===== config.mk =====
export PLATFORM = sky130hd
export DESIGN_NAME = store_buffer
export DESIGN_NICKNAME = d
export VERILOG_FILES = /design/src/source/dcache_pkg.sv /design/src/source/store_buffer.sv
export VERILOG_INCLUDE_DIRS = /design/src /design/src/source
export SDC_FILE = /design/constraint.sdc
export NUM_CORES = 1
export LEC_CHECK = 0
export ABC_AREA = 1
export BUFFER_PORTS_ARGS = -buffer_cell sky130_fd_sc_hd__buf_4
export CAP_MARGIN = 10
export CORE_MARGIN = 5
export CORE_UTILIZATION = 35
export DETAILED_ROUTE_END_ITERATION = 7
export PLACE_DENSITY = 0.62
export SLEW_MARGIN = 10
export SYNTH_ARGS = -nofsm -noshare
export SYNTH_HDL_FRONTEND = slang
export SYNTH_SLANG_ARGS = --single-unit

===== constraint.sdc =====
create_clock -name clk -period 5.9 [get_ports clk]
set_clock_uncertainty 0.2 [all_clocks]
set_input_delay 0.59 -clock clk [delete_from_list [all_inputs] [get_ports clk]]
set_output_delay 0.59 -clock clk [all_outputs]
set_load 0.03 [all_outputs]

===== src/source/dcache_defines.svh =====
`ifndef DCACHE_DEFINES_SVH
`define DCACHE_DEFINES_SVH

// Word width for addresses and load/store data
`define DC_WORD_BITS 32

// Line geometry
`define DC_LINE_BYTES 16
`define DC_LINE_BITS (`DC_LINE_BYTES * 8)
`define DC_N_LINES 16

// Address split, direct mapped
// Tag [31:8], set [7:4], byte offset [3:0]
`define DC_OFFSET_BITS 4
`define DC_SET_BITS 4
`define DC_TAG_BITS 24

// Store buffer depth
`define DC_SB_ENTRIES 4

// Pin counter must reach the store buffer depth
`define DC_PIN_BITS 3

// Access size codes
`define DC_SIZE_BYTE 2'b00
`define DC_SIZE_WORD 2'b10

`endif

===== src/source/dcache_pkg.sv =====
`include "dcache_defines.svh"

package dcache_pkg;

    // Refill request, qualified by a separate valid
    // Address is line aligned
    typedef struct packed {
        logic [`DC_WORD_BITS-1:0] addr;
    } mem_req_t;

    // Refill response from memory, no handshake
    typedef struct packed {
        logic                     valid;
        logic [`DC_WORD_BITS-1:0] addr;
        logic [`DC_LINE_BITS-1:0] data;
    } mem_res_t;

    // Dirty victim going back to memory
    // Valid for a single cycle, always accepted
    typedef struct packed {
        logic                     valid;
        logic [`DC_WORD_BITS-1:0] addr;
        logic [`DC_LINE_BITS-1:0] data;
    } mem_wb_t;

    // One buffered store waiting to reach its line
    typedef struct packed {
        logic [`DC_WORD_BITS-1:0] addr;
        logic [`DC_WORD_BITS-1:0] value;
        logic [1:0]               size;
    } sb_entry_t;

    // Pipeline access, load or store
    // Store value is ignored for loads
    typedef struct packed {
        logic [`DC_WORD_BITS-1:0] addr;
        logic                     store;
        logic [1:0]               size;
        logic [`DC_WORD_BITS-1:0] wdata;
    } cpu_req_t;

endpackage


===== src/source/store_buffer.sv =====
`timescale 1ns/1ps
`include "dcache_defines.svh"

module store_buffer (
    input  logic                     clk,
    input  logic                     rst,
    input  logic                     push,
    input  dcache_pkg::sb_entry_t    push_entry,
    output logic                     full,
    output logic                     sb_valid,
    output dcache_pkg::sb_entry_t    sb_head,
    input  logic                     sb_done,
    input  logic [`DC_WORD_BITS-1:0] probe_addr,
    output logic                     probe_hazard
);

    import dcache_pkg::*;

    localparam int PTR_BITS = $clog2(`DC_SB_ENTRIES);
    localparam int CNT_BITS = PTR_BITS + 1;

    // Circular storage, oldest entry at rd_ptr
    sb_entry_t entries [`DC_SB_ENTRIES];

    logic [PTR_BITS-1:0] rd_ptr;
    logic [PTR_BITS-1:0] wr_ptr;
    logic [CNT_BITS-1:0] count;

    logic do_push;
    logic do_pop;

    // Per-entry occupancy and word match against the probe
    logic [`DC_SB_ENTRIES-1:0] occupied;
    logic [`DC_SB_ENTRIES-1:0] word_match;

    assign full     = (count == CNT_BITS'(`DC_SB_ENTRIES));
    assign sb_valid = (count != '0);
    assign sb_head  = entries[rd_ptr];

    // Full blocks a push, empty blocks a pop
    assign do_push = push && !full;
    assign do_pop  = sb_done && sb_valid;

    // An entry is live if its distance from the head is below the count
    always_comb begin
        logic [PTR_BITS-1:0] age;
        for (int i = 0; i < `DC_SB_ENTRIES; i++) begin
            age           = PTR_BITS'(i) - rd_ptr;
            occupied[i]   = {1'b0, age} < count;
            // Word granularity, byte lanes ignored
            word_match[i] = entries[i].addr[`DC_WORD_BITS-1:2] ==
                            probe_addr[`DC_WORD_BITS-1:2];
        end
    end

    // Any live older store to the probed word
    assign probe_hazard = |(occupied & word_match);

    // Pointers and count
    always_ff @(posedge clk) begin
        if (rst) begin
            rd_ptr <= '0;
            wr_ptr <= '0;
            count  <= '0;
        end else begin
            if (do_push) begin
                wr_ptr <= wr_ptr + 1'b1;
            end
            if (do_pop) begin
                rd_ptr <= rd_ptr + 1'b1;
            end
            // Push and pop together leave the count unchanged
            count <= count + CNT_BITS'(do_push) - CNT_BITS'(do_pop);
        end
    end

    // Entry payload
    always_ff @(posedge clk) begin
        if (do_push) begin
            entries[wr_ptr] <= push_entry;
        end
    end

endmodule


======== Word-level counts from Yosys, hierarchy flattened ========
Memories as Yosys holds them, arrays and structs flattened. A register that Yosys moved wholly into a read port is not among the register bits.
Index checks and enable logic that the tools add are counted.
storage, ports and cells
  RAM bits ................................ 264
  word-level logic and storage cells ...... 31
  memories ................................ 1
  register bits after elaboration ......... 7
  input port bits ......................... 102
  output and inout bits ................... 69
cells by class
  multiplexer cells ....................... 4
  magnitude comparators ................... 4
  add/sub/neg operators ................... 8
  equal/unequal tests ..................... 5
  bitwise operators ....................... 1
  reduce and logical (&&, ||, !) cells .... 5
memory list
  memory   words  width  rd ports  clocked after memory_dff  write ports  line                text
  entries  4      66     5         1                         1            store_buffer.sv:23  sb_entry_t entries [`DC_SB_ENTRIES];
operators by type and width
  operator                                                            count
  30-bit == test                                                      4
  2-bit by 3-bit less-than comparator with 1-bit output               4
  2-bit by 1-bit adder with 2-bit output (second input constant)      2
  4-bit AND                                                           1
  2-bit 2-to-1 mux                                                    2
  4-bit OR reduction                                                  1
  1-bit by 2-bit subtractor with 2-bit output (first input constant)  2
  2-bit subtractor (first input constant)                             2
  3-bit by 1-bit adder with 3-bit output                              1
  3-bit == test (second input constant)                               1
  3-bit nonzero test                                                  1
  3-bit by 1-bit subtractor with 3-bit output                         1
  1-bit logical AND                                                   2
  1-bit 2-to-1 mux                                                    2
  1-bit zero test                                                     1

======== Depth between registers and ports, before layout ========
Gate-level depths: netlist of run 1.
  depth in word-level cells ............... 5
  depth in mapped cells ................... 11
  depth with buffers taken out ............ 11

======== Least setup slack after synthesis of run 1 ========
Ideal clock, no wire load.
  kind .................................... reg-to-reg
  from .................................... register count[1]
  to ...................................... memory entries[0][0] in the netlist's numbering (enable)
  required time ........................... 5.210 ns
  cell stages (with the launch flop) ...... 5
  setup slack ............................. 1.723 ns
  arrival ................................. 3.487 ns
  clock period less this slack ............ 4.177 ns
  cells stage by stage .................... dfxtp_1 inv_1 nand2_1 o21ai_4 nor2_1
between the ends
  longest elaborated chain between the ends .. 5
RTL lines
  element                                 line                text
  start, declared                         store_buffer.sv:27  logic [CNT_BITS-1:0] count;
  start signal, assigned                  store_buffer.sv:73  count <= count + CNT_BITS'(do_push) - CNT_BITS'(do_pop);
  3-bit == test                           store_buffer.sv:36  assign full = (count == CNT_BITS'(`DC_SB_ENTRIES));
  1-bit zero test                         store_buffer.sv:41  assign do_push = push && !full;
  1-bit logical AND                       store_buffer.sv:41
  1-bit 2-to-1 mux                        store_buffer.sv:79  if (do_push) begin
  1-bit 2-to-1 mux (not written as such)  store_buffer.sv:80  entries[wr_ptr] <= push_entry;
  end, declared                           store_buffer.sv:23
Every way passes these cells.

==> out/qor.yml, run 1 <==
run_status: "complete, no violations"
clock.fmax_ghz: 0.273
synthesis.nets: 1282
place_inst: 1756
fin_cells: 1812
hold_class: "primary input to flip-flop"
slowest_stage: "buf_4"
dp_worst_setup_slack_ns: 2.83
rows: 68
clkTransAtPathRegs_ns: 0.06
avgViaCountPerCell: 4.82
vias: 8730
hold_violations: 0
combPwrFrac: 0.342
netSwitchingFraction: 0.363
irDropWorstVdd_v: 0.000300
cp-start-kind: "flip-flop"
crit_arrival_ns: 2.88
grt_max_degree: 99
clockBufferDepth: 3
fin_hold_ws_ns: 0.0314
drive_above_1_share: 0.190
grt_overflow: 0
cp_cell_sequence: "buf_4, o21ai_0, o22ai_1, buf_4"
cts_num_sinks: 273
synth.top_cell.area_share: 0.645
numCtsBuffers: 30
cp_common_cell: "buf_4"
cts-resized-gates: 0
fin_ws_ns: 2.23
drt-total-wl_um: 32400
crit_path_max_incr_delay_ns: 0.86
syn2layout_area_growth_pct: 22.0
hpwl_um: 21300
fin_crit_sh: 0.621
syn-cell-area_um2: 12300
required_ns: 5.11
grt_pass1_wl_um: 48600
fin_crit_ns: 3.67
power_frac_seq: 0.379
p_int_mw: 4.16
rsz0062_at_grt: "false"
crit_fanout: 98
p_leak_nw: 5.92
post_drt_wl_per_cell_um: 17.9
drc: 0
io_pins: 171
p_switching_mw: 2.37
synth.avg_cell_area_um2: 10.5
yosys_warnings: 0
postRouteAntennaNets: 0
final-setup-viol-count: 0
die_w_um: 197
start_util: 0.355
core_um2: 34600
dieArea_um2: 39000
power_density_nw_per_um2: 436
first_pass_iters: 5
ys_types: 30
cts_max_level: 1
yosys_register_bits: 273
nNetsFinal: 1446
worstSetupPathType: "flip-flop to output pin"
track_usage: 0.160
n_fill_cell: 3203
drv_cap: 0
antenna_found_initial: 6
drt_iter0_drc: 590
end_kind: "output pin"
cts_tree: "yes"
clockPowerShare: 0.279
cts.hold.buffers_added: 0
place.port_buffers: 168
seq_area_frac_synth: 0.660
die_y_um: 197
root_buffer: "clkbuf_16"
setup-tns-final_ns: 0
insertion_delay_ns: 0.55
power.total_mw: 6.53
finalMaxSlewViolations: 0
postCtsSetupBuffers: 0
slew_headroom: 0.316
synthCells: 1169
place_congestion: 0.824
worst_slew_pin_slew_ns: 1.03
grt_pass1_vias: 8555
synth_area_leaders: "edfxtp_1 (64%), nand2_1 (7.1%), nor2_1 (5.6%)"
synth_top_area_cell: "edfxtp_1"
-- sequential cells by signal (all words and copies together), names as in the netlist, named ones only --
signal / flops
count: 3
entries: 264
rd_ptr: 2
wr_ptr: 2
-- kinds of logic after synthesis --
kind of cell,synth area share
buf+inv,0.0510
xor+xnor,0.0335
simple gates,0.139
flops,0.660
fa+ha+maj,0.0118
compound gates,0.105
-- path summary, 6_finish.rpt --
kind / start / end / slack [ns] / depth (start not counted)
worst min-delay path: push_entry[17] / entries[3][17] / 0.03 / 1
worst min register to register: rd_ptr[1] / flip-flop / 0.35 / 2
worst max-delay path: flip-flop / sb_head[42] / 2.23 / 4
worst max register to register: count[1] / entries[2][49] / 2.97 / 5
-- metrics by stage --
stage               cell area, um^2   util
CTS                           15000  0.433
detailed placement            14000  0.405
finish                        15000  0.433
floorplan                     12300      -
global route                  15000  0.433
global placement              14000  0.405
-- layout make-up --
| class | count | area [um^2] | share of cell area |
|---|---|---|---|
| Clock buffer | 37 | 798 | 0.0532 |
| Timing Repair Buffer | 181 | 1360 | 0.0906 |
| Antenna cell | 2 | 5.00 | 0.000334 |
| Clock inverter | 17 | 165 | 0.0110 |
| Sequential cell | 273 | 8110 | 0.541 |
| Tap cell | 455 | 569 | 0.0380 |
| Multi-Input combinational cell | 741 | 3590 | 0.239 |
| Inverter | 106 | 400 | 0.0267 |
-- metal layers --
metal | up-vias | wire (um) | track usage
met5 | - | 60 | 0
met4 | 8 | 746 | 0.0439
met3 | 57 | 2400 | 0.0428
met2 | 226 | 15400 | 0.269
met1 | 4136 | 13700 | 0.206
li1 | 4303 | - | -
-- synthesized netlist by cell type --
library cell  instances
edfxtp_1            264
nand2_1             233
nor2_1              184
o21ai_0             132
inv_1                86
o22ai_1              51
a21oi_1              43
xnor2_1              27
buf_2                23
clkbuf_1             20
inv_2                20
xor2_1               20
nand3_1              13
ha_1                 10
dfxtp_1               9
o21ai_1               9
buf_4                 4
or2_0                 4
nor2_2                3
a211oi_1              2
or2_1                 2
or2_2                 2
buf_1                 1
clkbuf_2              1
fa_1                  1
nor3_1                1
nor3_2                1
o21a_1                1
o21ai_4               1
o21bai_1              1
-- power by group through the flow --
stage	Clock (mW)	Combinational, mW	Sequential [mW]
3_3_place_gp	0	2.24	2.51
6_report	1.82	2.23	2.48
5_1_grt	1.95	2.44	2.50
4_1_cts	1.87	2.27	2.48
2_1_floorplan	0	1.40	2.50
3_5_place_dp	0	2.26	2.52
-- worst max-delay path, delay by kind of cell (launching register included) --
kind	cells	cell delay, ns
buffers and inverters	2	1.11
AOI/OAI and AO/OA	2	0.63
DFF	1	0.56
-- layout by cell type, fill, tap and decap left out, types with 2 or more instances in the layout --
master	n
clkbuf_1	6
bufinv_16	3
nand3_1	13
a21oi_1	43
buf_4	181
nand2_1	233
nor2_2	3
ha_1	10
xnor2_1	27
or2_2	2
o21ai_1	9
diode_2	2
clkinv_2	5
or2_0	4
or2_1	2
nor2_4	4
clkbuf_16	31
o21ai_0	132
inv_2	19
o22ai_1	51
edfxtp_1	264
xor2_1	20
a211oi_1	2
clkinvlp_4	3
dfxtp_1	7
inv_1	86
nor2_1	180
clkinv_1	5
(Power assumes the default switching activity.)
==> inputs of run 2 (changes only) <==
==> constraint.sdc (replaced) <==
create_clock -name clk -period 3.83 [get_ports clk]
set_clock_uncertainty 0.2 [all_clocks]
set_input_delay 0.383 -clock clk [delete_from_list [all_inputs] [get_ports clk]]
set_output_delay 0.383 -clock clk [all_outputs]
set_load 0.03 [all_outputs]
==> out/qor.yml, run 2 (synthesis gave the netlist of run 1 again) <==
reg2reg_setup_slack_ns: 1.29  # was 2.97 ns
power.total_mw: 10.2  # was 6.53 mW
place_congestion: 0.826  # was 0.824
drive_above_1_share: 0.180  # was 0.190
largest_registers: "entries: 264 flops, count: 3 flops"  # unchanged
postCtsSetupBuffers: 0  # unchanged
hold_violations: 0  # unchanged
track_usage: 0.162  # was 0.160
cts_num_sinks: 273  # unchanged
holdPathStages: 4  # was 1
hpwl_um: 20700  # was 21300 um
crit_arrival_ns: 2.44  # was 2.88 ns
place.port_buffers: 168  # unchanged
setup-tns-final_ns: 0  # unchanged
grt_pass1_vias: 8956  # was 8555
cp-start-kind: "flip-flop"  # unchanged
ff2ff_path_depth: 10  # was 5
layout_common_cells: "edfxtp_1 (264), nand2_1 (233), nor2_1 (180), buf_4 (175), o21ai_0 (132)"  # was edfxtp_1 (264), nand2_1 (233), buf_4 (181), nor2_1 (180), o21ai_0 (132)
drv_cap: 0  # unchanged
final-setup-viol-count: 0  # unchanged
postRouteAntennaNets: 0  # unchanged
clkTransAtPathRegs_ns: 0.06  # about the same
nNetsFinal: 1512  # was 1446
io_pins: 171  # unchanged
die_y_um: 197  # unchanged
irDropWorstVdd_v: 0.000440  # was 0.000300 V
power_density_nw_per_um2: 646  # was 436 nW/um^2
slew_headroom: 0.465  # was 0.316
start_util: 0.355  # unchanged
antenna_found_initial: 7  # was 6
max_flop_register: "entries"  # unchanged
cts_max_level: 1  # unchanged
fin_ws_ns: 0.806  # was 2.23 ns
finalMaxSlewViolations: 0  # unchanged
run_status: "complete, no violations"  # unchanged
end_kind: "output pin"  # unchanged
root_buffer: "clkbuf_16"  # unchanged
largest_reg_flops: 264  # unchanged
grt_overflow: 0  # unchanged
avgViaCountPerCell: 4.81  # was 4.82
fin_crit_sh: 0.790
crit_fanout: 65  # was 98
hold_class: "primary input to flip-flop"  # unchanged
rows: 68  # unchanged
syn2layout_area_growth_pct: 28.0  # was 22.0%
first_pass_iters: 5  # unchanged
post_drt_wl_per_cell_um: 17.3  # was 17.9 um
rr_startpoint: "count[1]"  # unchanged
fin_crit_ns: 3.02
grt_max_degree: 74  # was 99
finalInstanceArea_um2: 15700  # was 15000 um^2
cts.hold.buffers_added: 67  # was 0
dp_worst_setup_slack_ns: 1.29  # was 2.83 ns
die_w_um: 197  # unchanged
vias: 9048  # was 8730
cts-resized-gates: 0  # unchanged
placed_area_um2: 14100  # was 14000 um^2
endpoint: "sb_head[16]"  # was sb_head[42]
worst_slew_pin_slew_ns: 0.803  # was 1.03 ns
drt_iter0_drc: 490  # was 590
rsz0062_at_grt: "false"  # unchanged
n_fill_cell: 3177  # was 3203
core_um2: 34600  # unchanged
final_common_cell: "edfxtp_1"  # unchanged
clockBufferDepth: 3  # unchanged
cts_tree: "yes"  # unchanged
fin_util: 0.454  # was 0.433
required_ns: 3.25  # was 5.11 ns
p_leak_nw: 6.22  # was 5.92 nW
timing.rr.end: "count[2]"  # was entries[2][49]
clock.fmax_ghz: 0.331
insertion_delay_ns: 0.56  # was 0.55 ns
multi_input_area_um2: 3590  # unchanged
dieArea_um2: 39000  # unchanged
drt-total-wl_um: 32500  # was 32400 um
regArea_um2: 8110  # unchanged
grt_pass1_wl_um: 49400  # was 48600 um
numCtsBuffers: 30  # unchanged
worstSetupPathType: "flip-flop to output pin"  # unchanged
drc: 0  # unchanged
run 2: cell count changes in the layout (fill, tap and decap cells not counted), sizes merged:
cell and change:
clkinv +1, dlygate4sd3 +67, buf -1, inv +1
clkbuf +1, diode +1, clkinvlp -2
run 2: worst min-delay path by stage:
stage | start | to | slack (ns)
CTS | sb_done | flip-flop | 0.02
global placement | rd_ptr[1] | flip-flop | 0.32
floorplan | push_entry[0] | entries[0][0] | 0.28
global route | sb_done | flip-flop | 0.04
finish | sb_done | flip-flop | 0.04
detailed placement | rd_ptr[1] | flip-flop | 0.35
run 2: layout make-up:
| type | instances | share of cell area |
|---|---|---|
| Antenna cell | 3 | 0.000477 |
| Timing Repair Buffer | 247 | 0.133 |
| Clock inverter | 17 | 0.0104 |
| Sequential cell | 273 | 0.516 |
| Multi-Input combinational cell | 741 | 0.228 |
| Inverter | 106 | 0.0255 |
| Tap cell | 455 | 0.0362 |
| Clock buffer | 38 | 0.0510 |
run 2: power by group:
group / internal (mW) / switching, mW
Clock: 1.68 / 1.14
Combinational: 1.16 / 2.40
Sequential: 3.65 / 0.139
Total: 6.48 / 3.67
run 2: metrics by stage:
step	hold WS, ns	cells
after floorplan	0.282	1169
after global placement	0.321	1755
after detailed placement	0.349	1755
after CTS	0.0151	1877
after global routing	0.0392	1879
final	0.0407	1880
run 2: routing by layer:
metal / vias to the layer above / part of all wire / GRT usage
met5: - / 0.0011 / 0
met4: 8 / 0.028 / 0.0544
met3: 68 / 0.080 / 0.0420
li1: 4432 / - / -
met2: 279 / 0.48 / 0.271
met1: 4261 / 0.41 / 0.205
run 2: critical path, stage by stage, from the launching register on:
cell and delay, ns:
dfxtp_4 0.35, inv_4 0.45, buf_4 0.48, o21ai_0 0.15, o22ai_1 0.20, buf_4 0.21
